File: src/hdl/tsmem_config.svh
`ifndef TSMEM_CONFIG_SVH
`define TSMEM_CONFIG_SVH

// word address width of the shared memory
`define DRAM_AW 21

// memory word width
`define DRAM_DW 16

// log2 of words really stored, upper address bits alias
`define MEM_DEPTH_LOG2 12

// words fetched per video line
`define LINE_WORDS 8

// cpu byte address width, the bit above it selects registers
`define CPU_AW 22

`endif

File: src/hdl/dram_pkg.sv
`include "tsmem_config.svh"

package dram_pkg;

    // one access to the shared word memory
    typedef struct packed {
        logic [`DRAM_AW-1:0] addr;
        logic                rnw;
        logic [1:0]          bsel;
        logic [`DRAM_DW-1:0] wdata;
    } dram_req_t;

    // who holds the current slot
    typedef enum logic [1:0] {
        OWN_NONE,
        OWN_VIDEO,
        OWN_CPU,
        OWN_DMA
    } dram_owner_e;

endpackage

File: src/hdl/dram_arbiter.sv
`timescale 1ns/1ps

module dram_arbiter (
    input  logic                  fclk,
    input  logic                  rst,

    input  logic                  video_req,
    input  logic                  cpu_req,
    input  logic                  dma_req,
    input  dram_pkg::dram_req_t   video_rq,
    input  dram_pkg::dram_req_t   cpu_rq,
    input  dram_pkg::dram_req_t   dma_rq,

    output logic                  video_next,
    output logic                  cpu_next,
    output logic                  dma_next,
    output logic                  video_strobe,
    output logic                  cpu_strobe,
    output logic                  dma_strobe,

    output dram_pkg::dram_req_t   mem_req,
    output logic                  mem_valid,
    output dram_pkg::dram_owner_e mem_owner
);
    import dram_pkg::*;

    logic [1:0]  phase;
    logic        c1;
    logic        c2;
    logic        c3;
    dram_owner_e pick;
    dram_owner_e own;
    dram_req_t   slot_rq;

    assign c1 = (phase == 2'd1);
    assign c2 = (phase == 2'd2);
    assign c3 = (phase == 2'd3);

    always_ff @(posedge fclk) begin
        if (rst) begin
            phase <= 2'd0;
        end else begin
            phase <= phase + 2'd1;
        end
    end

    // fixed priority, video first
    always_comb begin
        pick = OWN_NONE;
        if (video_req) begin
            pick = OWN_VIDEO;
        end else if (cpu_req) begin
            pick = OWN_CPU;
        end else if (dma_req) begin
            pick = OWN_DMA;
        end
    end

    always_ff @(posedge fclk) begin
        if (rst) begin
            own <= OWN_NONE;
        end else if (c3) begin
            own <= pick;
        end
    end

    always_ff @(posedge fclk) begin
        if (c3) begin
            case (pick)
                OWN_VIDEO: slot_rq <= video_rq;
                OWN_CPU:   slot_rq <= cpu_rq;
                OWN_DMA:   slot_rq <= dma_rq;
                default:   slot_rq <= slot_rq;
            endcase
        end
    end

    assign video_next = c3 && (pick == OWN_VIDEO);
    assign cpu_next   = c3 && (pick == OWN_CPU);
    assign dma_next   = c3 && (pick == OWN_DMA);

    // array acts at the end of c1, data is out in c2
    assign video_strobe = c2 && (own == OWN_VIDEO);
    assign cpu_strobe   = c2 && (own == OWN_CPU);
    assign dma_strobe   = c2 && (own == OWN_DMA);

    assign mem_req   = slot_rq;
    assign mem_valid = c1 && (own != OWN_NONE);
    assign mem_owner = own;

endmodule

File: config.mk
export PLATFORM = sky130hd
export DESIGN_NAME = dram_arbiter
export DESIGN_NICKNAME = d
export VERILOG_FILES = /design/src/hdl/dram_pkg.sv /design/src/hdl/dram_arbiter.sv
export VERILOG_INCLUDE_DIRS = /design/src /design/src/hdl
export SDC_FILE = /design/constraint.sdc
export NUM_CORES = 1
export LEC_CHECK = 0
export BUFFER_PORTS_ARGS = -buffer_cell sky130_fd_sc_hd__buf_2
export CAP_MARGIN = 5
export CORE_MARGIN = 3
export CORE_UTILIZATION = 41
export DETAILED_ROUTE_END_ITERATION = 10
export GPL_TIMING_DRIVEN = 0
export HOLD_SLACK_MARGIN = 0.08
export PLACE_DENSITY_LB_ADDON = 0.2
export RECOVER_POWER = 100
export SETUP_SLACK_MARGIN = 0.2
export SLEW_MARGIN = 15
export SYNTH_ARGS = -nofsm -noshare
export SYNTH_HDL_FRONTEND = slang
export SYNTH_SLANG_ARGS = --single-unit
File: constraint.sdc
create_clock -name fclk -period 2.53 [get_ports fclk]
set_input_delay 0.3795 -clock fclk [delete_from_list [all_inputs] [get_ports fclk]]
set_output_delay 0.3795 -clock fclk [all_outputs]
set_load 0.005 [all_outputs]
==> out/metrics.yaml <==
grt:
  grt_max_degree: 32
  grt_pass1_wl_um: 11300
  grt-ovfl-total: 0
  antenna_found_initial: 0
  grt_use_total: 0.203
  grt_pass1_vias: 2350
drt:
  totalWireLength_um: 7210
  drt-vias-per-instance: 5.37
  wl_per_cell_um: 17.0
  first_pass_iters: 4
  drtIter0Drc: 134
  via_count: 2278
  drc: 0
  ant_nets: 0
sta:
  worst_pin_slew_ns: 0.539
  period_share: 0.725
  hold_viol_final: 0
  maxSlewHeadroom: 0.641
  fin_crit_ns: 1.83
  fmax_mhz: 546
  clock_skew_ns: 0.00320
  slew_viol_final: 0
  rsz0062_at_grt: "false"
  finalSetupViolCount: 0
synthesis:
  synth_top_cell_area_share: 0.492
  synth-seq-cells: 44
  synth.area.mux_share: 0
  synth_top_family_by_area: "compound AO/OA/AOI/OAI gates"
  synthCells: 171
  syn_avg_cell_area_um2: 14.3
  yosysWarnings: 0
  synth_area_um2: 2440
  ys_types: 22
  synth_nets: 299
  synth-compound-area-share: 0.202
  ys_seq_area_frac: 0.524
  synth_xor_area_frac: 0
  synth_flop_cell: "edfxtp_1"
  synth_fa_ha_area_frac: 0.0154
  synthArstFlopShare: 0
  synthTopCellsByArea: "edfxtp_1, o221a_2, or4b_1"
  post_synth_most_frequent_cells: "edfxtp_1, or4b_1, o221a_2, buf_2, buf_6"
  synthSimpleGateAreaFrac: 0.194
  yosysTopAreaCell: "edfxtp_1"
  synth_edf_count: 40
clock_network:
  cts_buffer_depth: 2
  cts_hold_buffers: 0
  numCtsBuffers: 5
  htree_levels: 2
  insertion_delay_ns: 0.29
  path_clk_slew_ns: 0.08
  postCtsSetupBuffers: 0
  post_cts_resized: 0
  cts_tree: "yes"
  root_buffer: "clkbuf_8"
  cts_sinks: 44
final_layout:
  final_nets: 479
  final_area_um2: 3470
  multi_input_area_um2: 1010
  nFillCells: 509
  syn_to_final_growth_pct: 42.1
  antenna_cells: 0
  seqCellArea_um2: 1280
  drive_above_1_share: 0.568
floorplanning:
  core-area_um2: 5640
  die_w_um: 83.2
  rows: 27
  fp.dieH_um: 83.2
  top_level_ports: 174
  die-area_um2: 6920
  floorplan.initialDensity: 0.433
pwr:
  power_w: 0.00167
  power.leakage_nw: 1.43
  ir_worst_vdd_v: 0.000226
  powerDensity_nw_per_um2: 480
placement:
  place_hpwl_um: 5760
  place_congestion: 0.769
  port_buffers: 172
  dpl_cell_area_um2: 3420
setup_path:
  rrSetupSlack_ns: 0.72
  cp.arrival_ns: 1.82
  r2r_cells: 3
  critPathLaunchType: "input pin"
  crit_path_start: "video_req"
  worstSetupEndpoint: "mem_req[29]"
  crit_type: "in2reg"
  cp-end-kind: "flip-flop"
  reg2reg_to: "mem_req[29]"
  r2r-start: "phase[0]"
  crit_required_ns: 2.52
  worst-path-max-fanout: 31
run:
  drv_cap: 0
status:
  status: "complete, no violations"
min_path:
  hold_path_class: "in2reg"
cell families after synthesis:
family | Yosys count
buffers and inverters | 26
AND/OR/NAND/NOR | 53
flip-flops | 44
AO/OA/AOI/OAI | 45
adder cells (fa/ha/maj) | 3
routing by layer:
layer  track usage  vias up  routed length, um
met2         0.367      122               3700
li1              -     1109                  -
met4        0.0594        0                132
met1         0.231     1031               2750
met5             0        -                  0
met3        0.0595       16                632
final cells by class:
type | instances | area share
clock buffer | 6 | 0.0209
multi-input combinational | 101 | 0.290
clock inverter | 2 | 0.0101
sequential | 44 | 0.369
inverter | 4 | 0.00432
timing repair buffer | 173 | 0.242
buffer | 22 | 0.0382
tap | 72 | 0.0259
how the worst min path moves through the flow:
| stage | end | from | slack (ns) | depth (start not counted) |
|---|---|---|---|---|
| detailed placement | phase[0] | phase[0] | 0.46 | 1 |
| global route | phase[1] | rst | 0.30 | 2 |
| global placement | phase[0] | phase[0] | 0.45 | 1 |
| finish | phase[1] | rst | 0.29 | 2 |
| floorplan | phase[0] | phase[0] | 0.43 | 1 |
| CTS | phase[1] | rst | 0.29 | 2 |
worst max-delay path: stages:
cell,delay [ns]
clkbuf_1,0.28
clkbuf_1,0.33
o31a_1,0.54
buf_12,0.28
flip-flops by register name, indices dropped and copies added (netlist names):
register	cells
mem_owner	2
mem_req	40
phase	2
stage by stage:
| stage | setup TNS [ns] | worst slack [ns] | hold WS [ns] | util | std cells |
|---|---|---|---|---|---|
| finish | 0 | 0.697 | 0.295 | 0.615 | 424 |
| global route | 0 | 0.526 | 0.301 | 0.615 | 424 |
| CTS | 0 | 0.820 | 0.287 | 0.625 | 424 |
| detailed placement | 0 | 0.812 | 0.462 | 0.605 | 416 |
| global placement | -5.53 | -0.140 | 0.447 | 0.602 | 415 |
| floorplan | 0 | 0.444 | 0.433 | - | 171 |
power breakdown:
group	internal [W]	switching (W)	total, W
clock	0.000293	0.000235	0.000528
sequential	0.000829	0.00000883	0.000838
combinational	0.000172	0.000129	0.000301
layout by cell type, fill, tap and decap left out:
cell type	synthesis	routed
clkbuf_1	0	40
buf_1	0	1
buf_12	0	1
o21a_1	1	1
nand2_1	1	1
ha_1	3	3
dfxtp_1	4	4
nand2b_1	2	2
and3_1	2	2
o31a_1	1	1
nor2_1	4	4
o221a_1	2	2
inv_1	4	4
a311oi_1	1	1
or4b_1	40	40
bufinv_16	0	1
edfxtp_1	40	40
buf_6	5	5
clkbuf_2	2	1
a31o_1	1	1
o221a_2	38	38
and2_1	1	1
clkinv_2	0	1
o21ba_1	1	1
and3b_1	1	1
buf_2	15	148
nor3b_1	2	2
clkbuf_8	0	5
Power figures use the tool's default switching activity.
