File: src/hdl/tsmem_config.svh
`ifndef TSMEM_CONFIG_SVH
`define TSMEM_CONFIG_SVH

// word address width of the shared memory
`define DRAM_AW 21

// memory word width
`define DRAM_DW 16

// log2 of words really stored, upper address bits alias
`define MEM_DEPTH_LOG2 12

// words fetched per video line
`define LINE_WORDS 8

// cpu byte address width, the bit above it selects registers
`define CPU_AW 22

`endif

File: src/hdl/dram_pkg.sv
`include "tsmem_config.svh"

package dram_pkg;

    // one access to the shared word memory
    typedef struct packed {
        logic [`DRAM_AW-1:0] addr;
        logic                rnw;
        logic [1:0]          bsel;
        logic [`DRAM_DW-1:0] wdata;
    } dram_req_t;

    // who holds the current slot
    typedef enum logic [1:0] {
        OWN_NONE,
        OWN_VIDEO,
        OWN_CPU,
        OWN_DMA
    } dram_owner_e;

endpackage

File: src/hdl/zbus_pkg.sv
`include "tsmem_config.svh"

package zbus_pkg;

    // wishbone classic request, top adr bit picks the register space
    typedef struct packed {
        logic             cyc;
        logic             stb;
        logic             we;
        logic [`CPU_AW:0] adr;
        logic [7:0]       dat;
    } wb_req_t;

    typedef struct packed {
        logic       ack;
        logic [7:0] dat;
    } wb_rsp_t;

    // single register write from the cpu side
    typedef struct packed {
        logic       stb;
        logic [3:0] idx;
        logic [7:0] dat;
    } reg_wr_t;

    typedef enum logic [3:0] {
        DMA_SRC0  = 4'd0,
        DMA_SRC1  = 4'd1,
        DMA_SRC2  = 4'd2,
        DMA_DST0  = 4'd3,
        DMA_DST1  = 4'd4,
        DMA_DST2  = 4'd5,
        DMA_LEN   = 4'd6,
        DMA_START = 4'd7,
        VPAGE     = 4'd8
    } zreg_e;

endpackage

File: src/hdl/video_fetch.sv
`timescale 1ns/1ps
`include "tsmem_config.svh"

module video_fetch (
    input  logic                fclk,
    input  logic                rst,
    input  zbus_pkg::reg_wr_t   reg_wr,
    input  logic                line_start,
    output logic                busy,
    output logic                mem_req_flag,
    output dram_pkg::dram_req_t mem_rq,
    input  logic                mem_next,
    input  logic                mem_strobe,
    input  logic [`DRAM_DW-1:0] rddata,
    output logic                pix_valid,
    output logic [`DRAM_DW-1:0] pix_data
);
    import zbus_pkg::*;

    localparam int CW = $clog2(`LINE_WORDS + 1);

    logic [7:0]    vpage;
    logic [CW-1:0] rq_cnt;
    logic [CW-1:0] st_cnt;

    // requests issued so far, stops at a full line
    assign mem_req_flag = busy && (rq_cnt != CW'(`LINE_WORDS));
    assign mem_rq = '{
        addr:  `DRAM_AW'({vpage, 8'h00}) + `DRAM_AW'(rq_cnt),
        rnw:   1'b1,
        bsel:  2'b11,
        wdata: '0
    };

    always_ff @(posedge fclk) begin
        if (rst) begin
            vpage     <= 8'h00;
            busy      <= 1'b0;
            rq_cnt    <= '0;
            st_cnt    <= '0;
            pix_valid <= 1'b0;
        end else begin
            pix_valid <= mem_strobe;
            if (reg_wr.stb && reg_wr.idx == VPAGE) begin
                vpage <= reg_wr.dat;
            end
            if (!busy) begin
                if (line_start) begin
                    busy   <= 1'b1;
                    rq_cnt <= '0;
                    st_cnt <= '0;
                end
            end else begin
                if (mem_next) begin
                    rq_cnt <= rq_cnt + 1'b1;
                end
                if (mem_strobe) begin
                    st_cnt <= st_cnt + 1'b1;
                    // last word back ends the line
                    if (st_cnt == CW'(`LINE_WORDS - 1)) begin
                        busy <= 1'b0;
                    end
                end
            end
        end
    end

    always_ff @(posedge fclk) begin
        if (mem_strobe) begin
            pix_data <= rddata;
        end
    end

endmodule

File: config.mk
export PLATFORM = sky130hd
export DESIGN_NAME = video_fetch
export DESIGN_NICKNAME = d
export VERILOG_FILES = /design/src/hdl/dram_pkg.sv /design/src/hdl/zbus_pkg.sv /design/src/hdl/video_fetch.sv
export VERILOG_INCLUDE_DIRS = /design/src /design/src/hdl
export SDC_FILE = /design/constraint.sdc
export NUM_CORES = 1
export LEC_CHECK = 0
export BUFFER_PORTS_ARGS = -buffer_cell sky130_fd_sc_hd__buf_2
export CELL_PAD_IN_SITES_DETAIL_PLACEMENT = 1
export CELL_PAD_IN_SITES_GLOBAL_PLACEMENT = 2
export CORE_AREA = 2 2 60 119
export DETAILED_ROUTE_END_ITERATION = 8
export DIE_AREA = 0 0 62 121
export PLACE_DENSITY = 0.84
export SYNTH_ARGS = -nofsm -noshare
export SYNTH_HDL_FRONTEND = slang
export SYNTH_SLANG_ARGS = --single-unit
File: constraint.sdc
create_clock -name fclk -period 1.4 [get_ports fclk]
set_input_delay 0.28 -clock fclk [delete_from_list [all_inputs] [get_ports fclk]]
set_output_delay 0.28 -clock fclk [all_outputs]
set_load 0.02 [all_outputs]
==> impl_results.md <==
- Status: finished clean
- CP max-delay cell: dfxtp_2
- DR pass1 iterations: 4
- Port Buffers: 64
- Critical-path cell list: inv_2 -> ha_4 -> a31oi_4 -> buf_6
- Clk sinks: 34
- Clock Path Buffers: 2
- DR WL/cell: around 12 um
- Most used DFF post-synth: dfxtp_1
- Final Skew: between 2 and 3 ps
- Final setup margin: about 28 ps
- Max-Cap Viols: 0
- Number of antenna-violating nets in the routed design: 0
- Num CTS Buffers: 5
- Synth Cell Area: between 1500 and 2000 um2
- Nature of the critical path endpoint: output port
- First-pass GRT wire length: 5240 um
- Static leakage: slightly above 0.9 nW
- Crit Path Category: flop to output port
- Overflow after GRT: 0
- Clock tree root driver cell: clkbuf_16
- Pre-CTS setup slack: approximately 150 ps
- N_diodes: 0
- Worst-skew pair later-pin latency: 280 ps
- Worst Hold Class: input pin to flop
- Vias per cell: 3.92
- CP Data Arrival Time: ~1100 ps
- Die span in y: roughly 120 um
- Commonest cells after routing, fill and taps aside: buf_2, conb_1, nand2b_1
- Final Non-Filler Cells: 300
- DP HPWL: about 2800 um
- Max Clock Freq: around 730 MHz
- Core Footprint: ~6600 um2
- Worst r2r src: rq_cnt[0]
- Tcrit/Tclk final: approximately 98%
- Worst path top cell family by delay: flip-flops
- Number of warnings issued by yosys: 0
- Max IR drop VDD: roughly 660 uV
- # setup viols final: 0
- Synth cell types: 26
- Number of synthesized flops with an enable pin: 16
- Final WL: 3610 um
- Cells after Synth: between 100 and 150
- Starting Density: 23.7%
- CTS tree: built
- Crit path max fanout: 2
- Startpoint types: flop
- Area grow syn2layout: 35.6%
- Vias in the first global route: between 1,000 and 1,500
- Flop2flop setup slack: 190 ps
- Row count: 42
- DIE WIDTH: 62 um
- Startpoint of the worst hold path: rddata[5]
- H-tree lvl count: 2
- Commonest non-fill, non-tap cell in the layout: buf_2
- Iteration-0 DRC count of the detailed router: 27
- Min cycle time layout: ~1400 ps
- Hold slack: between 150 and 200 ps
- Avg Inst Size Synth: ~11 um2
- Residual DRC: 0
- Slew Viols, Final: 0
- Gr usage total: between 9 and 10%
- RSZ-0062 raised after global routing: true
- CP max stage delay: approximately 330 ps
- Cell taking the most area after synthesis: edfxtp_1
- Die area: roughly 7500 um2
- Hold Violations, Final: 0
- Layout cells sized above 1: around 41%
- Largest net degree at the start of global routing: 28
- FFs w/ async S/R, synth: 0%
- Routed via count: 1,176
- Sequential fraction of the synthesis area: between 50% and 60%
- # IOs: 93
- Initial antenna violation count: 0
- Critical path launch point: rq_cnt[0]
- Crit path required time: approximately 1100 ps
- Inst Count DP: between 200 and 300
- RePlAce Congestion: around 0.77
- Nets: roughly 250
- Top post-synthesis cells by area: edfxtp_1, dfxtp_1, buf_4
- Buf/Inv on CP: 2
- Yosys top cell area share: a little over 30%
- CTS clk-pin slew, worst paths: around 60 ps
- Pwr dens: approximately 1300 nW/um2
- Synth Register Bits: 34
## worst paths after layout
kind,endpoint,cells after the start
max,mem_req_flag,4
max reg2reg,rq_cnt[2],6
min reg2reg,vpage[6],2
min,pix_data[5],1
## logic make-up after synthesis
kind of cell	synth area share, %
adder cells (fa/ha/maj)	2.41
multiplexers	6.43
other	0.482
buffers and inverters	16.2
AO/OA/AOI/OAI	5.55
flip-flops	54.0
AND/OR/NAND/NOR	14.9
## final cells by class
type	count	area, um2
Timing Repair Buffer	71	379
Tap cell	88	110
Sequential cell	34	845
Inverter	5	18.8
Clock inverter	3	45.0
Fill cell	771	4460
Multi-Input combinational cell	94	588
Clock buffer	5	125
## timing repair
item,4_1_cts,5_1_grt
endpoints found under the setup margin,1,1
setup buffers,2,1
hold buffers,0,0
gates cloned,0,0
pin swaps,2,0
resized for setup,7,3
## stage by stage
| stage | power, W | setup TNS (ps) | util, % | instance area, um2 |
|---|---|---|---|---|
| 2_1_floorplan | 0.00138 | 0 | - | 1660 |
| 3_3_place_gp | 0.00144 | 0 | 28.7 | 1890 |
| 3_5_place_dp | 0.00144 | 0 | 28.7 | 1890 |
| 4_1_cts | 0.00274 | 0 | 31.8 | 2090 |
| 5_1_grt | 0.00280 | -6.29 | 32.1 | 2110 |
| 6_report | 0.00269 | 0 | 32.1 | 2110 |
## where the power goes
group	leakage, nW	switching [W]	internal [W]
registers	0.304	0.0000131	0.00109
clock network	0.0760	0.000423	0.000838
logic	0.540	0.000219	0.000104
## metal layers
| metal | share of wire [%] | track usage, % | up-vias |
|---|---|---|---|
| met5 | 0 | 0 | - |
| met4 | 2.8 | 6.38 | 0 |
| met3 | 7.7 | 3.20 | 8 |
| met2 | 60 | 18.3 | 60 |
| met1 | 30 | 8.03 | 545 |
| li1 | - | - | 563 |
## cell usage after synthesis, types with 3 or more instances
master,count
inv_1,5
clkbuf_1,3
nand2b_1,17
buf_4,29
nor2_1,4
ha_1,3
mux2i_1,10
edfxtp_1,16
nand3_1,3
nand2_1,7
a21oi_1,3
nor3_1,3
a31oi_1,4
dfxtp_1,18
## flip-flops by register name, summed over array words and instances, names as in the netlist
| name | cells |
|---|---|
| st_cnt | 4 |
| pix_valid | 1 |
| busy | 1 |
| rq_cnt | 4 |
| pix_data | 16 |
| vpage | 8 |
Note: power is estimated with default switching activity, not from simulation.
