### src/hdl/tsmem_config.svh
`ifndef TSMEM_CONFIG_SVH
`define TSMEM_CONFIG_SVH

// word address width of the shared memory
`define DRAM_AW 21

// memory word width
`define DRAM_DW 16

// log2 of words really stored, upper address bits alias
`define MEM_DEPTH_LOG2 12

// words fetched per video line
`define LINE_WORDS 8

// cpu byte address width, the bit above it selects registers
`define CPU_AW 22

`endif

### src/hdl/dram_pkg.sv
`include "tsmem_config.svh"

package dram_pkg;

    // one access to the shared word memory
    typedef struct packed {
        logic [`DRAM_AW-1:0] addr;
        logic                rnw;
        logic [1:0]          bsel;
        logic [`DRAM_DW-1:0] wdata;
    } dram_req_t;

    // who holds the current slot
    typedef enum logic [1:0] {
        OWN_NONE,
        OWN_VIDEO,
        OWN_CPU,
        OWN_DMA
    } dram_owner_e;

endpackage

### src/hdl/zbus_pkg.sv
`include "tsmem_config.svh"

package zbus_pkg;

    // wishbone classic request, top adr bit picks the register space
    typedef struct packed {
        logic             cyc;
        logic             stb;
        logic             we;
        logic [`CPU_AW:0] adr;
        logic [7:0]       dat;
    } wb_req_t;

    typedef struct packed {
        logic       ack;
        logic [7:0] dat;
    } wb_rsp_t;

    // single register write from the cpu side
    typedef struct packed {
        logic       stb;
        logic [3:0] idx;
        logic [7:0] dat;
    } reg_wr_t;

    typedef enum logic [3:0] {
        DMA_SRC0  = 4'd0,
        DMA_SRC1  = 4'd1,
        DMA_SRC2  = 4'd2,
        DMA_DST0  = 4'd3,
        DMA_DST1  = 4'd4,
        DMA_DST2  = 4'd5,
        DMA_LEN   = 4'd6,
        DMA_START = 4'd7,
        VPAGE     = 4'd8
    } zreg_e;

endpackage

### src/hdl/zmem_port.sv
`timescale 1ns/1ps
`include "tsmem_config.svh"

module zmem_port (
    input  logic                fclk,
    input  logic                rst,
    input  zbus_pkg::wb_req_t   wb_in,
    output zbus_pkg::wb_rsp_t   wb_out,
    output logic                mem_req_flag,
    output dram_pkg::dram_req_t mem_rq,
    input  logic                mem_next,
    input  logic                mem_strobe,
    input  logic [`DRAM_DW-1:0] rddata,
    output zbus_pkg::reg_wr_t   reg_wr,
    input  logic                dma_busy,
    input  logic                video_busy
);

    typedef enum logic [1:0] {
        S_IDLE,
        S_MREQ,
        S_MWAIT,
        S_ACK
    } state_t;

    state_t     state;
    logic [7:0] rdat;
    logic [7:0] status;
    logic       hit_reg;

    assign status  = {6'b0, video_busy, dma_busy};
    assign hit_reg = wb_in.adr[`CPU_AW];

    always_ff @(posedge fclk) begin
        if (rst) begin
            state        <= S_IDLE;
            mem_req_flag <= 1'b0;
            reg_wr.stb   <= 1'b0;
        end else begin
            reg_wr.stb <= 1'b0;
            case (state)
                S_IDLE: begin
                    if (wb_in.cyc && wb_in.stb) begin
                        if (hit_reg) begin
                            // every register reads back as status
                            reg_wr.stb <= wb_in.we;
                            reg_wr.idx <= wb_in.adr[3:0];
                            reg_wr.dat <= wb_in.dat;
                            rdat       <= status;
                            state      <= S_ACK;
                        end else begin
                            mem_rq.addr  <= wb_in.adr[`CPU_AW-1:1];
                            mem_rq.rnw   <= !wb_in.we;
                            mem_rq.bsel  <= wb_in.adr[0] ? 2'b10 : 2'b01;
                            mem_rq.wdata <= {wb_in.dat, wb_in.dat};
                            mem_req_flag <= 1'b1;
                            state        <= S_MREQ;
                        end
                    end
                end
                S_MREQ: begin
                    if (mem_next) begin
                        mem_req_flag <= 1'b0;
                        state        <= S_MWAIT;
                    end
                end
                S_MWAIT: begin
                    // strobe comes for writes as well
                    if (mem_strobe) begin
                        rdat  <= mem_rq.bsel[1] ? rddata[`DRAM_DW-1:8] : rddata[7:0];
                        state <= S_ACK;
                    end
                end
                default: begin
                    state <= S_IDLE;
                end
            endcase
        end
    end

    assign wb_out = '{ack: (state == S_ACK), dat: rdat};

endmodule

### config.mk
export PLATFORM = sky130hd
export DESIGN_NAME = zmem_port
export DESIGN_NICKNAME = d
export VERILOG_FILES = /design/src/hdl/dram_pkg.sv /design/src/hdl/zbus_pkg.sv /design/src/hdl/zmem_port.sv
export VERILOG_INCLUDE_DIRS = /design/src /design/src/hdl
export SDC_FILE = /design/constraint.sdc
export NUM_CORES = 1
export LEC_CHECK = 0
export BUFFER_PORTS_ARGS = -buffer_cell sky130_fd_sc_hd__buf_2
export CAP_MARGIN = 20
export CORE_ASPECT_RATIO = 0.7
export CORE_MARGIN = 1.5
export CORE_UTILIZATION = 45
export CTS_BUF_LIST = sky130_fd_sc_hd__clkbuf_2 sky130_fd_sc_hd__clkbuf_4 sky130_fd_sc_hd__clkbuf_8
export DETAILED_ROUTE_END_ITERATION = 8
export GPL_TIMING_DRIVEN = 0
export PLACE_DENSITY = 0.82
export SYNTH_ARGS = -nofsm -noshare
export SYNTH_HDL_FRONTEND = slang
export SYNTH_SLANG_ARGS = --single-unit
### constraint.sdc
create_clock -name fclk -period 5.22 [get_ports fclk]
set_input_delay 0.261 -clock fclk [delete_from_list [all_inputs] [get_ports fclk]]
set_output_delay 0.261 -clock fclk [all_outputs]
set_load 0.005 [all_outputs]
==> summary.txt, run 1 <==
Setup path
  • CP arrival: 2.05 ns
  • CP cell instances: inv_1, ha_1, nor4b_2, buf_4, buf_6, buf_4
  • Critical Path RT: 5.23 ns
  • Crit path buf inv count: 4
  • CP max-delay cell: nor4b_2
  • Slowest stage delay, CP: 0.40 ns
  • Largest delay share family, worst path: buffers and inverters
  • Critical path's most frequent cell: buf_4
  • Crit path kind: flop to flop
  • Nature of the critical path endpoint: flop
  • Crit path max fanout: 9
  • Startpoint types: flop

Global routing
  • Vias in the first global route: 1320
  • Largest net degree at the start of global routing: 19
  • Remaining Overflow, GRT: 0
  • First-pass GRT wire length: between 6000 and 7000 µm
  • Met1 global-route usage: 20.2%
  • Tot GR Track Use: 17.0%
  • GR peak layer: met2
  • M3 GR Usage: 7.04%
  • Initial antenna violation count: 0
  • GRT met2 Usage: 28.5%

Pwr
  • Switching share of power: 26.0%
  • Leak pwr: 1.28 nW
  • Sw power: 0.254 mW
  • Comb power frac: 20.1%
  • Post-layout power: 0.975 mW
  • Reg power frac: a little under three fifths
  • Maximum vdd drop: 0.196 mV
  • Int Power: 0.721 mW
  • Power share of the clock group: between 20% and 30%
  • PwrDens: 336 mW/mm²

Synthesis
  • Register area share after synthesis: 78.3%
  • Top cells by area, synth: edfxtp_1, mux2i_1, dfxtp_1
  • Synth area leader: edfxtp_1
  • Synth Register Bits: 56
  • Ys Warns: 0
  • Post-Syn Nets: 178
  • Post-synth top area share: 74.5%
  • Mean post-synth cell area: 18.1 µm²
  • Gate count of the mapped netlist: 116
  • Yosys cell types: 24
  • Synthesized area: 0.00210 mm²

Run
  • Max-capacitance violation count: 0

Timing
  • Max_slew headroom: 72.7%
  • Final Hold Vio Count: 0
  • Setup TNS: 0 ns
  • Minimum clock period: about 2.0 ns
  • Part of the cycle the worst path needs: around two fifths
  • Fin. max-slew vios: 0
  • Max Freq: between 400 and 500 MHz
  • Final setup fails: 0
  • WHS: 0.122 ns
  • Worst-Margin Slew: about 0.41 ns
  • Unrepaired setup endpoints after global routing: false
  • Final Skew: 0.00910 ns

CTS
  • Clk root buf: clkbuf_8
  • Clock Latency Late Sink: 0.30 ns
  • Setup Fix Bufs, Post-CTS: 0
  • CTS tree: done
  • Clock transition at path regs: 0.10 ns
  • Clk sinks: 56
  • CTS Buf Count: 5
  • # hold bufs at CTS: 0
  • Post-cts sizing count: 0
  • Depth of the CTS H-tree: 2
  • Max Root-Sink Buffers: 2

Routing
  • Via-per-instance ratio: 4.65
  • Detail Route Antenna Nets: 0
  • Post-DR wirelength/cell: 14.1 µm
  • Vias after detailed routing: 1404
  • Initial DRT Pass Iterations: 3
  • DRT iter0 DRCs: 43
  • Final WL: around 4300 µm
  • DRC: 0

Run status
  • Outcome: finished clean

Cells and area
  • Design area: roughly 0.0029 mm²
  • Register area: 0.00164 mm²
  • Syn-to-layout area delta: 38.3%
  • Final net count: 308
  • Filler cells: 348
  • Layout cells sized above 1: 58.7%
  • N_diodes: 0
  • Area occupied by multi-input gates: around 380 µm²

Place
  • # port buffers: 118
  • GP Congestion: 0.738
  • DP Wirelength: 3430 µm
  • Placed cell area: approximately 0.0028 mm²

Min path
  • Type of the tightest min-delay check: input port to flop

Floorplan
  • Initial Util: a little under half
  • Row count: 20
  • Core ar.: 0.00440 mm²
  • # IOs: 119
  • Die height: 60.1 µm
  • Die ar.: 0.00508 mm²
  • Chip Width: 84.6 µm
## area by class of cell
type	instances	area share, %
Inverter	6	0.777
Buffer	10	2.37
Sequential cell	56	56.6
Clock buffer	5	2.37
Multi-Input combinational cell	44	12.9
Timing Repair Buffer	123	21.8
Tap cell	55	2.37
Clock inverter	3	0.734
## layer usage
layer / part of all wire, % / routed length (µm)
met5: 0 / 0
met4: 0.77 / 33
met3: 11 / 462
met2: 49 / 2080
met1: 40 / 1700
## cell families after synthesis
family	count (synthesis)	share of synthesized area (%)
AOI/OAI and AO/OA	9	2.99
adders and majority gates	6	3.58
buffers and inverters	16	4.36
DFF	56	78.3
muxes	11	5.31
and+or+nand+nor	18	5.43
## worst register-to-register path, delay by kind of cell (launching register included)
kind | cells | cell delay, ns
DFF | 1 | 0.35
and+or+nand+nor | 1 | 0.40
buffers and inverters | 4 | 0.73
adders and majority gates | 1 | 0.27
## metrics by stage
| step | cells | util (%) | worst slack (ns) |
|---|---|---|---|
| floorplan | 116 | - | 0.695 |
| global placement | 289 | 62.6 | -0.682 |
| detailed placement | 294 | 63.8 | 3.21 |
| CTS | 302 | 65.8 | 3.17 |
| global route | 302 | 65.8 | 3.02 |
| finish | 302 | 65.8 | 3.19 |
## Yosys cell counts, drive strengths merged
library cell  count
nor3              1
nand2             1
or4b              1
a2111oi           1
edfxtp           52
a221oi            1
o211ai            1
clkbuf            1
a31oi             1
mux2i            10
nand2b            1
and2              1
nor4b             1
a21oi             3
nor2b             7
nor2              4
inv               6
and4bb            1
o21ai             2
mux2              1
dfxtp             4
buf               9
ha                6
## power by group through the flow
| stage | Clock [mW] | Sequential [mW] | Combinational (mW) |
|---|---|---|---|
| 6_report | 0.232 | 0.547 | 0.196 |
| 4_1_cts | 0.240 | 0.547 | 0.199 |
| 2_1_floorplan | 0 | 0.560 | 0.107 |
| 5_1_grt | 0.260 | 0.551 | 0.220 |
| 3_5_place_dp | 0 | 0.557 | 0.197 |
| 3_3_place_gp | 0 | 0.558 | 0.177 |
## registers in the layout, indices dropped and copies added (netlist names)
name and cells:
rdat 8, state 2, mem_req_flag 1, reg_wr 13, mem_rq 32
## worst paths after layout
kind / start / to / slack [ns] / cells after the start
worst max-delay path: state[1] / mem_rq[28] / 3.19 / 6
worst min-delay path: wb_in[29] / mem_rq[39] / 0.12 / 1
worst max register to register: state[1] / mem_rq[28] / 3.19 / 6
worst min register to register: mem_req_flag / mem_req_flag / 0.53 / 2
## layout by cell type, fill, tap and decap left out
cell / instances
and2_1: 1
a31oi_1: 1
dfxtp_1: 4
or4b_1: 1
mux2_1: 1
nor2b_1: 7
inv_6: 1
buf_2: 119
buf_6: 1
nand2_2: 1
ha_1: 6
clkbuf_8: 5
buf_4: 12
a21oi_1: 3
o21ai_0: 2
a221oi_2: 1
nand2b_1: 1
nor2_1: 4
clkinvlp_4: 1
nor3_1: 1
o211ai_1: 1
and4bb_2: 1
clkinv_2: 1
edfxtp_1: 52
clkbuf_1: 1
a2111oi_2: 1
nor4b_2: 1
inv_1: 6
mux2i_1: 10
No activity file was read; power rests on OpenSTA's default activity.
==> run 2, diff against run 1 <==
Clock period 5.22 ns to 1.9 ns, I/O delays scaled along.
==> summary.txt, run 2 (same netlist as run 1, synthesis figures left out) <==
Run status
  • Outcome: finished clean

Cells and area
  • Largest register FFs: 32 (unchanged)
  • N_diodes: 0 (unchanged)
  • Fin cells: 330 (+9.3%)
  • Top flop regs: mem_rq (32), reg_wr (13), rdat (8)
  • Largest Register: mem_rq
  • Syn-to-layout area delta: 54.0%
  • Filler cells: 288 (-17%)
  • Layout cells sized above 1: 53.5% (-5.2 points)
  • Commonest non-fill, non-tap cell in the layout: buf_2
  • Final net count: 336 (+9.1%)
  • Commonest cells after routing, fill and taps aside: buf_2, edfxtp_1, dlygate4sd3_1
  • Design area: 0.00323 mm² (+11%)

Timing
  • Minimum clock period: 1.79 ns (-0.247 ns)
  • Final setup fails: 0 (unchanged)
  • Unrepaired setup endpoints after global routing: false
  • Setup TNS: 0 ns (unchanged)
  • Max_slew headroom: 56.4% (-16 points)
  • Part of the cycle the worst path needs: 94.0% (+55 points)
  • Final Skew: 0.00943 ns (+0.000336 ns)
  • Final Hold Vio Count: 0 (unchanged)
  • Worst-Margin Slew: 0.653 ns (+0.246 ns)
  • Fin. max-slew vios: 0 (unchanged)
  • Setup ws final: 0.113 ns (-3.07 ns)
  • Max Freq: 560 MHz (+14%)

Global routing
  • GR peak layer: met2
  • Largest net degree at the start of global routing: 19 (unchanged)
  • Vias in the first global route: 1482 (+12%)
  • Tot GR Track Use: 20.1% (+3.2 points)
  • GRT met2 Usage: 35.5% (+7.0 points)
  • M3 GR Usage: 6.63% (-0.41 points)
  • Remaining Overflow, GRT: 0 (unchanged)
  • Met1 global-route usage: 24.0% (+3.8 points)
  • Initial antenna violation count: 0 (unchanged)
  • First-pass GRT wire length: 7450 µm (+17%)

Pwr
  • Leak pwr: 1.41 nW (+9.9%)
  • Post-layout power: 2.80 mW (+190%)
  • PwrDens: 867 mW/mm² (+160%)
  • Maximum vdd drop: 0.474 mV (+140%)

Routing
  • Post-DR wirelength/cell: 15.3 µm (+8.5%)
  • DRT iter0 DRCs: 118 (+170%)
  • Detail Route Antenna Nets: 0 (unchanged)
  • Via-per-instance ratio: 4.65 (about the same)
  • Initial DRT Pass Iterations: 4 (+1)
  • DRC: 0 (unchanged)
  • Final WL: 5060 µm (+19%)
  • Vias after detailed routing: 1535 (+9.3%)

Setup path
  • CP arrival: 1.73 ns (-0.32 ns)
  • Crit path kind: flop to flop
  • CP cell instances: inv_2, ha_1, nor2b_1, a2111oi_4
  • WP depth: 4 (-2)
  • CP max-delay cell: a2111oi_4
  • Nature of the critical path endpoint: flop
  • Worst r2r path cells: 4 (-2)
  • Crit. Startpoint: state[0]
  • Largest delay share family, worst path: compound AO/OA/AOI/OAI gates
  • Flop-to-flop setup slack: 0.11 ns (-3.07 ns)
  • Crit path max fanout: 8 (-1)
  • Worst R2R Start: state[0]
  • Critical Path RT: 1.85 ns (-3.38 ns)
  • Setup crit end: rdat[7]
  • Worst reg2reg endpoint: rdat[7]
  • Crit path buf inv count: 1 (-3)
  • Slowest stage delay, CP: 0.52 ns (+0.12 ns)
  • Startpoint types: flop

Floorplan
  • Initial Util: 47.6% (unchanged)
  • Row count: 20 (unchanged)
  • Core ar.: 0.00440 mm² (unchanged)
  • Chip Width: 84.6 µm (unchanged)
  • Die height: 60.1 µm (unchanged)
  • # IOs: 119 (unchanged)
  • Die ar.: 0.00508 mm² (unchanged)

Place
  • Post-placement cell count: 291 (-1.0%)
  • Worst slack at placement: -0.318 ns (-3.53 ns)
  • DP Wirelength: 3260 µm (-4.8%)
  • GP Congestion: 0.785 (+6.4%)
  • Placed cell area: 0.00281 mm² (+0.18%)
  • # port buffers: 118 (unchanged)

CTS
  • Setup Fix Bufs, Post-CTS: 0 (unchanged)
  • Clk root buf: clkbuf_8
  • Clock Latency Late Sink: 0.31 ns (about the same)
  • CTS Buf Count: 5 (unchanged)
  • Max Root-Sink Buffers: 2 (unchanged)
  • Clk sinks: 56 (unchanged)
  • CTS tree: done
  • Depth of the CTS H-tree: 2 (unchanged)
  • Clock transition at path regs: 0.10 ns (about the same)

Run
  • Max-capacitance violation count: 0 (unchanged)

Min path
  • Type of the tightest min-delay check: input port to flop
run 2: metrics by stage:
stage               hold WS, ns  util, %
finish                   0.0923     73.3
detailed placement        0.274     63.9
floorplan                 0.164        -
global placement          0.271     63.4
CTS                     0.00428     73.1
global route             0.0984     73.3
run 2: how the worst min path moves through the flow:
| stage | from | to | slack, ns | cells after the start |
|---|---|---|---|---|
| finish | rst | mem_req_flag | 0.09 | 2 |
| detailed placement | wb_in[12] | mem_rq[22] | 0.27 | 1 |
| floorplan | rst | mem_req_flag | 0.16 | 1 |
| CTS | wb_in[31] | reg_wr[12] | 0.004 | 2 |
| global placement | wb_in[23] | mem_rq[33] | 0.27 | 1 |
| global route | rst | mem_req_flag | 0.1 | 2 |
run 2: area by class of cell:
type	instances	area, µm²	share of cell area (%)
repair buffers	151	923	28.6
multi-input cells	44	409	12.7
inverters	6	22.5	0.698
well taps	55	68.8	2.13
clock buffers	5	68.8	2.13
clock inverters	3	22.5	0.698
plain buffers	10	68.8	2.13
flip-flops and latches	56	1640	50.9
run 2: timing repair:
item / 4_1_cts / 5_1_grt
resized for setup: 1 / 0
hold buffers: 30 / 1
endpoints found under the setup margin: 8 / 0
endpoints found under the hold margin: 42 / 1
run 2: report_power, final:
group	total, mW	leakage (nW)	internal (mW)	switching [mW]
Clock	0.663	0.0485	0.265	0.398
Sequential	1.51	0.506	1.47	0.0478
Combinational	0.622	0.851	0.319	0.304
run 2: routing by layer:
layer  vias to the layer above  wire length [µm]
met4                         0                35
li1                        737                 -
met1                       712              2010
met2                        82              2590
met3                         4               421
met5                         -                 0
run 2: worst reg2reg max path: stages (launching register included):
cell and delay (ns):
dfxtp_2 0.40, inv_2 0.07, ha_1 0.24, nor2b_1 0.19
a2111oi_4 0.52
