### src/hdl/tsmem_config.svh
`ifndef TSMEM_CONFIG_SVH
`define TSMEM_CONFIG_SVH

// word address width of the shared memory
`define DRAM_AW 21

// memory word width
`define DRAM_DW 16

// log2 of words really stored, upper address bits alias
`define MEM_DEPTH_LOG2 12

// words fetched per video line
`define LINE_WORDS 8

// cpu byte address width, the bit above it selects registers
`define CPU_AW 22

`endif

### src/hdl/dram_pkg.sv
`include "tsmem_config.svh"

package dram_pkg;

    // one access to the shared word memory
    typedef struct packed {
        logic [`DRAM_AW-1:0] addr;
        logic                rnw;
        logic [1:0]          bsel;
        logic [`DRAM_DW-1:0] wdata;
    } dram_req_t;

    // who holds the current slot
    typedef enum logic [1:0] {
        OWN_NONE,
        OWN_VIDEO,
        OWN_CPU,
        OWN_DMA
    } dram_owner_e;

endpackage

### src/hdl/zbus_pkg.sv
`include "tsmem_config.svh"

package zbus_pkg;

    // wishbone classic request, top adr bit picks the register space
    typedef struct packed {
        logic             cyc;
        logic             stb;
        logic             we;
        logic [`CPU_AW:0] adr;
        logic [7:0]       dat;
    } wb_req_t;

    typedef struct packed {
        logic       ack;
        logic [7:0] dat;
    } wb_rsp_t;

    // single register write from the cpu side
    typedef struct packed {
        logic       stb;
        logic [3:0] idx;
        logic [7:0] dat;
    } reg_wr_t;

    typedef enum logic [3:0] {
        DMA_SRC0  = 4'd0,
        DMA_SRC1  = 4'd1,
        DMA_SRC2  = 4'd2,
        DMA_DST0  = 4'd3,
        DMA_DST1  = 4'd4,
        DMA_DST2  = 4'd5,
        DMA_LEN   = 4'd6,
        DMA_START = 4'd7,
        VPAGE     = 4'd8
    } zreg_e;

endpackage

### src/hdl/dma_engine.sv
`timescale 1ns/1ps
`include "tsmem_config.svh"

module dma_engine (
    input  logic                fclk,
    input  logic                rst,
    input  zbus_pkg::reg_wr_t   reg_wr,
    output logic                busy,
    output logic                mem_req_flag,
    output dram_pkg::dram_req_t mem_rq,
    input  logic                mem_next,
    input  logic                mem_strobe,
    input  logic [`DRAM_DW-1:0] rddata
);
    import zbus_pkg::*;

    typedef enum logic [1:0] {
        D_IDLE,
        D_RD,
        D_WT,
        D_WR
    } dstate_t;

    dstate_t             state;
    logic [`DRAM_AW-1:0] src;
    logic [`DRAM_AW-1:0] dst;
    logic [7:0]          len;
    logic [7:0]          cnt;
    logic [`DRAM_DW-1:0] data;
    logic                start;
    logic                wr_taken;

    assign start    = reg_wr.stb && (reg_wr.idx == DMA_START) && (state == D_IDLE);
    assign wr_taken = (state == D_WR) && mem_next;

    always_ff @(posedge fclk) begin
        if (rst) begin
            state <= D_IDLE;
        end else begin
            case (state)
                D_IDLE: begin
                    if (start) begin
                        state <= D_RD;
                    end
                end
                D_RD: begin
                    if (mem_next) begin
                        state <= D_WT;
                    end
                end
                D_WT: begin
                    if (mem_strobe) begin
                        state <= D_WR;
                    end
                end
                default: begin
                    if (mem_next) begin
                        state <= (cnt == 8'd0) ? D_IDLE : D_RD;
                    end
                end
            endcase
        end
    end

    // registers take writes only while idle
    always_ff @(posedge fclk) begin
        if (state == D_IDLE && reg_wr.stb) begin
            case (reg_wr.idx)
                DMA_SRC0: src[7:0]   <= reg_wr.dat;
                DMA_SRC1: src[15:8]  <= reg_wr.dat;
                DMA_SRC2: src[20:16] <= reg_wr.dat[4:0];
                DMA_DST0: dst[7:0]   <= reg_wr.dat;
                DMA_DST1: dst[15:8]  <= reg_wr.dat;
                DMA_DST2: dst[20:16] <= reg_wr.dat[4:0];
                DMA_LEN:  len        <= reg_wr.dat;
                default:  len        <= len;
            endcase
        end
        if (wr_taken) begin
            src <= src + 1'b1;
            dst <= dst + 1'b1;
            cnt <= cnt - 8'd1;
        end else if (start) begin
            cnt <= len;
        end
        if (state == D_WT && mem_strobe) begin
            data <= rddata;
        end
    end

    assign busy         = (state != D_IDLE);
    assign mem_req_flag = (state == D_RD) || (state == D_WR);
    assign mem_rq = '{
        addr:  (state == D_WR) ? dst : src,
        rnw:   (state != D_WR),
        bsel:  2'b11,
        wdata: data
    };

endmodule

### config.mk
export PLATFORM = sky130hd
export DESIGN_NAME = dma_engine
export DESIGN_NICKNAME = d
export VERILOG_FILES = /design/src/hdl/dram_pkg.sv /design/src/hdl/zbus_pkg.sv /design/src/hdl/dma_engine.sv
export VERILOG_INCLUDE_DIRS = /design/src /design/src/hdl
export SDC_FILE = /design/constraint.sdc
export NUM_CORES = 1
export LEC_CHECK = 0
export BUFFER_PORTS_ARGS = -buffer_cell sky130_fd_sc_hd__buf_2
export CAP_MARGIN = 20
export CORE_MARGIN = 10
export CORE_UTILIZATION = 51
export CTS_BUF_LIST = sky130_fd_sc_hd__clkbuf_16
export CTS_CLUSTER_DIAMETER = 50
export CTS_CLUSTER_SIZE = 24
export DETAILED_ROUTE_END_ITERATION = 12
export MAX_ROUTING_LAYER = met4
export PLACE_DENSITY_LB_ADDON = 0.12
export SYNTH_ARGS = -nofsm -noshare
export SYNTH_HDL_FRONTEND = slang
export SYNTH_SLANG_ARGS = --single-unit
### constraint.sdc
create_clock -name fclk -period 2.1 [get_ports fclk]
set_input_delay 0.63 -clock fclk [delete_from_list [all_inputs] [get_ports fclk]]
set_output_delay 0.63 -clock fclk [all_outputs]
set_load 0.01 [all_outputs]
==> results of run 1 <==
## repair_timing
action                     CTS  global route
gates resized for setup     17            23
setup endpoints to repair   22            22
hold buffers                 0             0
pin swaps                    1             1
setup buffers                0             1
cloned                       0             1
## area by class of cell
cell class / count / area [um2]
Sequential cell: 76 / 2270
Inverter: 10 / 37.5
Timing Repair Buffer: 112 / 800
Fill cell: 581 / 2440
Clock buffer: 9 / 225
Tap cell: 102 / 128
Multi-Input combinational cell: 267 / 1830
Clock inverter: 7 / 82.6
## per-layer routing
metal  vias to the layer above  wire, um  GRT usage
li1                       1614         -          -
met1                      1607      4820      0.244
met2                       178      4940      0.275
met3                        12      1140     0.0334
met4                         0       159     0.0716
met5                         -         0          -
## cell usage in the layout (no fill, tap or decap), drive strengths merged, types with 2 or more instances in the layout
master    count
and3          6
inv          13
a211oi        3
o31ai         6
nor4          7
nand3        14
or4           4
dfxtp         2
nor3          8
a31oi        13
and2          3
nand2b        6
mux2         20
o311a         2
clkinvlp      2
nand2        30
ha            9
or2           3
conb          2
or3          13
and4          2
nand4        13
edfxtp       74
xnor2        19
a21oi        26
xor2          8
clkbuf       10
o21ai        22
buf         111
nor2         20
## path summary, 6_finish.rpt
path / endpoint / slack, ns / depth (start not counted)
worst max-delay path: mem_rq[37] / -0.04 / 4
worst min-delay path: data[0]$_DFFE_PP_ / 0.47 / 1
worst max register to register: dst[20]$_DFFE_PP_ / 0.08 / 5
worst min register to register: cnt[4]$_DFFE_PP_ / 0.53 / 2
## per-stage QoR
step | util | hold WS, ns
after floorplan | - | 0.496
after global placement | 0.620 | 0.502
after detailed placement | 0.620 | 0.510
after CTS | 0.671 | 0.466
after global routing | 0.688 | 0.461
final | 0.688 | 0.474
## state kept, by name (all words and copies together), names as in the netlist
register / cells
state: 2
dst: 21
data: 16
src: 21
cnt: 8
len: 8
## kinds of logic (layout without fill, tap and decap cells)
kind of cell               count (synthesis)  after routing
other                                      1              2
DFF                                       76             76
adders and majority gates                  9              9
xor gates and xnor gates                  27             27
and+or+nand+nor                          132            132
muxes                                     21             21
AOI/OAI and AO/OA                         76             76
buffers and inverters                     29            138
## where the power goes
| group | switching [mW] | internal (mW) | total (mW) |
|---|---|---|---|
| Sequential | 0.0348 | 1.71 | 1.75 |
| Clock | 0.648 | 0.939 | 1.59 |
| Combinational | 0.204 | 0.198 | 0.402 |
| Total | 0.887 | 2.85 | 3.74 |
==> out/results.txt, run 1 <==
The run finished, with violations left. The final reports fail on setup timing. The post-detailed-placement cell area came out at 4840 um2. Relative to the synthesized area, the layout overhead comes to 30.1%. The post-synthesis share of cell area spent on full adders, half adders and majority gates is 0.0273. The remaining routing DRC violations came out at 0.

In this run the critical register-to-register path is launched from dst[0]$_DFFE_PP_. The finished cells cover 5370 um2. Power comes to 3.74 mW. The reported max-cap violation count is 0, and the critical path's largest stage delay is 0.37 ns.

The routability-driven placement congestion ratio is 0.934, and the count of buffering cells on the critical path with inverters included is 2. The first TritonRoute pass finished after 5 iterations. For the number of I/O pins, the log shows 75.

The TritonCTS buffer count is 9, and the compound-cell area share of the yosys netlist is 0.107. STA classifies the critical path endpoint as a primary output. 0 antenna diodes ended up in the layout.

The count of cells in the finished layout, fillers not included, comes to 583. sky130_fd_sc_hd__edfxtp_1 is the most common cell in the netlist. The synthesized area divided by synthesized cell count works out to 11.1 um2.

After technology mapping, the gate count stands at 371. After synthesis the cells add up to 4130 um2. Portion of synthesized cell area occupied by the leading cell type: 0.539. The first global-routing pass estimated 16.8 mm of wire. The part of the Yosys area used for sequential elements was 0.548; the final total negative setup slack was -0.387 ns. The start point of the critical path was state[0]$_SDFFE_PP0P_. The global routing usage summed across all routing layers was 0.184. Yosys mapped a number of flops with a built-in enable equal to 74. The kind of cell with the highest combined delay along the critical path is flip-flops. The number of nets in the layout is 518, and the clock-pin slew on the worst setup and hold paths is 0.06 ns. The chip height was 110 um. The top flip-flop cell by instance count after synthesis was sky130_fd_sc_hd__edfxtp_1. STA puts the critical path data arrival time at 1.51 ns.

In the routed layout, each cell is associated on average with a via count of 5.85. The post-synthesis mux area share is 0.0570. The endpoint required time on the critical path was 1.47 ns; the maximum number of buffers from clock root to sink was 2. Setup repair after global routing could not meet its margin everywhere. The final critical path time including I/O delays and setup is 2.14 ns. Critical path start-end classification: reg2out. The synthesized design spends more area on one cell type than any other, namely sky130_fd_sc_hd__edfxtp_1. On the final layout, the worst clock skew is 0.00605 ns.

The placeable core region is 7810 um2, and the placed cell count is 565. The initial antenna violation count was 0; the insertion delay to the later sink of the worst-skew pair was 0.33 ns. The simple logic cell fraction of the synthesized area was 0.173.

The commonest cells after synthesis are sky130_fd_sc_hd__edfxtp_1, sky130_fd_sc_hd__nand2_1, sky130_fd_sc_hd__a21oi_1. The largest net degree at the start of global routing was 41; the horizontal die dimension was 110 um. Prior to clock tree synthesis, the placed netlist has a worst setup slack of 0.115 ns. After synthesis, the cell types taking the most area are sky130_fd_sc_hd__edfxtp_1, sky130_fd_sc_hd__mux2_2, sky130_fd_sc_hd__xnor2_1. The peak supply drop is 0.000545 V. After synthesis, the largest family of logic cells by area is simple AND/OR/NAND/NOR gates. The startpoint identified for the worst hold timing path is rddata[0]. The number of sinks on the clock net came out at 76. The detail route stage leaves a number of antenna-violating nets equal to 0. The register bit total from synthesis works out to 76.

The worst setup margin was -0.0382 ns; the cell area power density was 697 nW/um2. Xor-xnor portion of the synthesized cell area: 0.0573. The total number of yosys warnings came out at 0. Startpoint type of the worst setup path: a flop. For this design, the slowest cell found on the critical path is sky130_fd_sc_hd__dfxtp_4.

Setup violations remaining at the end of the flow were counted as 19. The part of the cycle the worst path needs was 1.02. The fraction of layout instances using a drive strength above 1 is 0.331, and the HPWL reported at the end of detailed placement is 7.89 mm. For this run, the top clock speed supported by timing is 468 MHz. For the final wirelength, the log shows 11.1 mm. During placement, the flow inserted port buffers numbering 72. The highest fanout seen on the critical path is 6, and the mean routed wirelength per cell is 19.0 um.

TritonCTS built the clock tree. The signal on the critical path passes through ha_4, buf_4, mux2_2, buf_2. The kind of path behind the tightest hold check is in2reg. The initial detailed-routing violation count came out at 420. For this design the static power due to leakage is 1.98 nW. Clock tree synthesis selected as its root buffer the cell sky130_fd_sc_hd__clkbuf_16.

The number of global-route vias before repair is 3236, and the total grt overflow is 0. The final-report max-slew violation count came out at 0. The effective utilization at floorplan is 0.528.

For the floorplan row count, the log shows 32. Number of endpoints with negative hold slack in the final report: 0. The synthesized netlist contains 44 unique library cells. The proportion of synthesized flip-flops having asynchronous set or reset is 0, and the full die area is 12100 um2. In this run the number of H-tree levels came out at 3. Detailed routing inserted a total of 3411 vias.
(Power assumes the default switching activity.)
==> run 2: changes to the inputs <==
Settings changed: CORE_UTILIZATION 51 to 32.
==> run 2 against run 1 <==
  * The flow still finishes with violations (setup timing)
  * Non-clock buffer count grew 16
  * Critical path type unchanged
  * Sequential power is essentially flat
  * Clock skew grew 0.0026 ns
==> out/results.txt, run 2 (synthesis gave the netlist of run 1 again) <==
The tools report the startpoint type of the worst setup path as a flop (unchanged). The most crowded layer after global routing is met2 (unchanged). The run gives 0 (unchanged) as the post-cts hold buffer count. The insertion delay to the later sink of the worst-skew pair is 0.35 ns (was 0.33 ns). TritonCTS built the clock tree. The tools report the post-detailed-route count of antenna-violating nets as 0 (unchanged).

The critical path start-end classification was reg2out (unchanged). Mean routed wirelength per cell: 18.7 um (was 19.0 um). The kind of path behind the tightest hold check is in2reg (unchanged). Commonest non-fill, non-tap cells in the layout: sky130_fd_sc_hd__edfxtp_1, sky130_fd_sc_hd__buf_4, sky130_fd_sc_hd__buf_2 (was sky130_fd_sc_hd__edfxtp_1, sky130_fd_sc_hd__buf_2, sky130_fd_sc_hd__buf_4).

The vias per cell was 5.19 (was 5.85); the register-to-register setup slack was 0.10 ns (was 0.08 ns). The part of the cycle the worst path needs came out at 1.04 (was 1.02). Cell with the biggest individual delay on the critical path: sky130_fd_sc_hd__dfxtp_2 (was sky130_fd_sc_hd__dfxtp_4). Capturing element type of the critical path: a primary output (unchanged). The highest achievable clock rate came out at 456 MHz (was 468 MHz). The maximum number of buffers from clock root to sink came out at 2 (unchanged). The effective utilization at floorplan is 0.327 (was 0.528). The origin of the critical flop-to-flop path is state[1]$_SDFFE_PP0P_ (was dst[0]$_DFFE_PP_). The logs give 41 (was 32) for the floorplan row count and 1.47 ns (about the same) for the endpoint required time on the critical path.

For the worst-case setup slack after placement, the log shows 0.195 ns (was 0.115 ns). The tools report the global routing usage on met3 as 0.0380 (was 0.0334). The cell depth of the worst min-delay path was 1 (unchanged); the placeable core region was 12600 um2 (was 7810 um2). The kind of cell adding the most delay to the critical path was flip-flops (unchanged).

Largest registers: dst (21), src (21), data (16) (unchanged). Setup repair after global routing could not meet its margin everywhere. The final setup skew is 0.00861 ns (was 0.00605 ns), and the fraction of met1 tracks used by global routing is 0.185 (was 0.244).

The peak supply drop is 0.000273 V (was 0.000545 V), and the final critical path time including I/O delays and setup is 2.19 ns (was 2.14 ns). The sequential cell area is 2260 um2 (was 2270 um2), and the count of buffering cells on the critical path with inverters included is 2 (unchanged). The run gives 17800 um2 (was 12100 um2) as the full die area. For the number of global-route vias before repair, the log shows 3504 (was 3236).

The tools report the startpoint of the most critical hold path as rddata[3] (was rddata[0]). The largest net degree at the start of global routing was 31 (was 41); the final wirelength was 12.5 mm (was 11.1 mm). For the number of optimization iterations in the first detailed-route pass, the log shows 5 (unchanged). The number of I/O port buffers works out to 72 (unchanged).

The endpoint arrival time on the critical path was 1.56 ns (was 1.51 ns). The utilization after layout was 0.445 (was 0.688); the fraction of layout instances using a drive strength above 1 was 0.354 (was 0.331). The initial antenna violation count was 0 (unchanged); the multi-input gate area in the final layout was 1840 um2 (was 1830 um2).

The critical path's largest stage delay came out at 0.35 ns (was 0.37 ns). The tools report the fraction of met2 tracks used by global routing as 0.208 (was 0.275). The run gives 8.99 mm (was 7.89 mm) as the HPWL reported at the end of detailed placement. The number of endpoints with negative hold slack in the final report is 0 (unchanged), and the chip height is 134 um (was 110 um). For the static leakage, the log shows 2.08 nW (was 1.98 nW). The area added between synthesis and finish came out at 36.0% (was 30.1%).

The routability-driven placement congestion ratio is 0.833 (was 0.934), and the cell area power density is 670 nW/um2 (was 697 nW/um2). The TritonCTS buffer count came out at 9 (unchanged). The logs give 534 (was 518) for the number of nets in the layout and 3475 (was 3411) for the number of vias in the routed layout.

Violated checks: setup timing (unchanged). The most common library cell in the layout ignoring fill and taps was sky130_fd_sc_hd__edfxtp_1 (unchanged). The tools report the end of the worst hold path as data[3]$_DFFE_PP_ (was data[0]$_DFFE_PP_). The endpoint of the worst-slack reg-to-reg timing path was src[17]$_DFFE_PP_ (was dst[20]$_DFFE_PP_). The tools report the final number of setup-violating endpoints as 20 (was 19). The logs give 0 (unchanged) for the total grt overflow and 3.76 mW (was 3.74 mW) for the post-layout total power. Critical path cell sequence: ha_4, clkbuf_16, mux2_4, buf_6 (was ha_4, buf_4, mux2_2, buf_2). The highest fanout seen on the critical path was 6 (unchanged); the number of I/O pins was 75 (unchanged). The clock-pin slew on the worst setup and hold paths was 0.06 ns (about the same).

The run finished, with violations left. The tools report the number of H-tree levels as 3 (unchanged). Remaining routing DRC violations: 0 (unchanged). The count of cells along the worst register-to-register path works out to 7 (was 5). Reported max-cap violation count: 0 (unchanged). The global routing usage summed across all routing layers was 0.144 (was 0.184).

The tools report the count of antenna diodes in the layout as 0 (unchanged). The worst setup margin is -0.0939 ns (was -0.0382 ns). The run gives 1205 (was 581) as the number of inserted filler cells in the final layout. The wire length of the first global-routing pass is 19.5 mm (was 16.8 mm). The number of sinks on the clock net is 76 (unchanged), and the horizontal die dimension is 134 um (was 110 um). The tools report the clock root buffer master as sky130_fd_sc_hd__clkbuf_16 (unchanged). The initial detailed-routing violation count came out at 183 (was 420). Final-report max-slew violation count: 0 (unchanged).
run 2: cell types whose count changed in the layout (fill, tap and decap cells not counted), moves of 2 or more:
| cell | change |
|---|---|
| sky130_fd_sc_hd__buf_4 | +15 |
| sky130_fd_sc_hd__o21ai_0 | -2 |
| sky130_fd_sc_hd__buf_6 | +5 |
| sky130_fd_sc_hd__buf_2 | -4 |
| sky130_fd_sc_hd__mux2_2 | -3 |
| sky130_fd_sc_hd__mux2_4 | +3 |
run 2: cell type report:
class | count | area share
Sequential cell | 76 | 0.404
Clock buffer | 9 | 0.0401
Tap cell | 172 | 0.0383
Timing Repair Buffer | 128 | 0.170
Clock inverter | 7 | 0.0136
Inverter | 10 | 0.00669
Multi-Input combinational cell | 267 | 0.327
run 2: repair_timing:
action / CTS / global route
endpoints found under the setup margin: 22 / 22
pin swaps: 0 / 1
setup buffers: 1 / 0
gates cloned: 1 / 1
gates resized for setup: 23 / 27
run 2: where the power goes:
part | switching, mW | leakage (nW) | internal (mW) | total (mW)
sequential | 0.0295 | 0.685 | 1.71 | 1.74
combinational | 0.221 | 1.25 | 0.208 | 0.430
clock | 0.663 | 0.142 | 0.926 | 1.59
total | 0.913 | 2.08 | 2.85 | 3.76
run 2: how the worst max path moves through the flow:
stage                               start                 to  slack [ns]  cells after the start
floorplan                      reg_wr[12]  dst[10]$_DFFE_PP_        0.05                      3
global placement               reg_wr[11]   src[4]$_DFFE_PP_        0.21                      5
detailed placement  state[1]$_SDFFE_PP0P_         mem_rq[32]        0.19                      4
CTS                 state[0]$_SDFFE_PP0P_         mem_rq[20]       -0.12                      4
global route        state[1]$_SDFFE_PP0P_         mem_rq[32]       -0.13                      4
finish              state[1]$_SDFFE_PP0P_         mem_rq[32]       -0.09                      4
run 2: worst reg2reg max path, stage by stage, from the launching register on:
cell and delay (ns):
sky130_fd_sc_hd__dfxtp_2 0.35, sky130_fd_sc_hd__ha_4 0.22, sky130_fd_sc_hd__buf_16 0.18, sky130_fd_sc_hd__buf_4 0.15, sky130_fd_sc_hd__nand2_1 0.06, sky130_fd_sc_hd__or3_1 0.35, sky130_fd_sc_hd__or3_1 0.31, sky130_fd_sc_hd__o311a_1 0.13
run 2: through the flow:
stage	hold WS [ns]	setup TNS (ns)	cells	area, um2
floorplan	0.496	0	372	4130
global placement	0.503	0	650	5030
detailed placement	0.508	0	650	5030
CTS	0.440	-1.62	668	5480
global route	0.437	-2.08	669	5610
finish	0.456	-1.24	669	5610
run 2: routing by layer:
metal | part of all wire | wire length (um)
met5 | 0 | 0
met4 | 0.030 | 382
met3 | 0.064 | 805
met2 | 0.44 | 5550
met1 | 0.46 | 5790
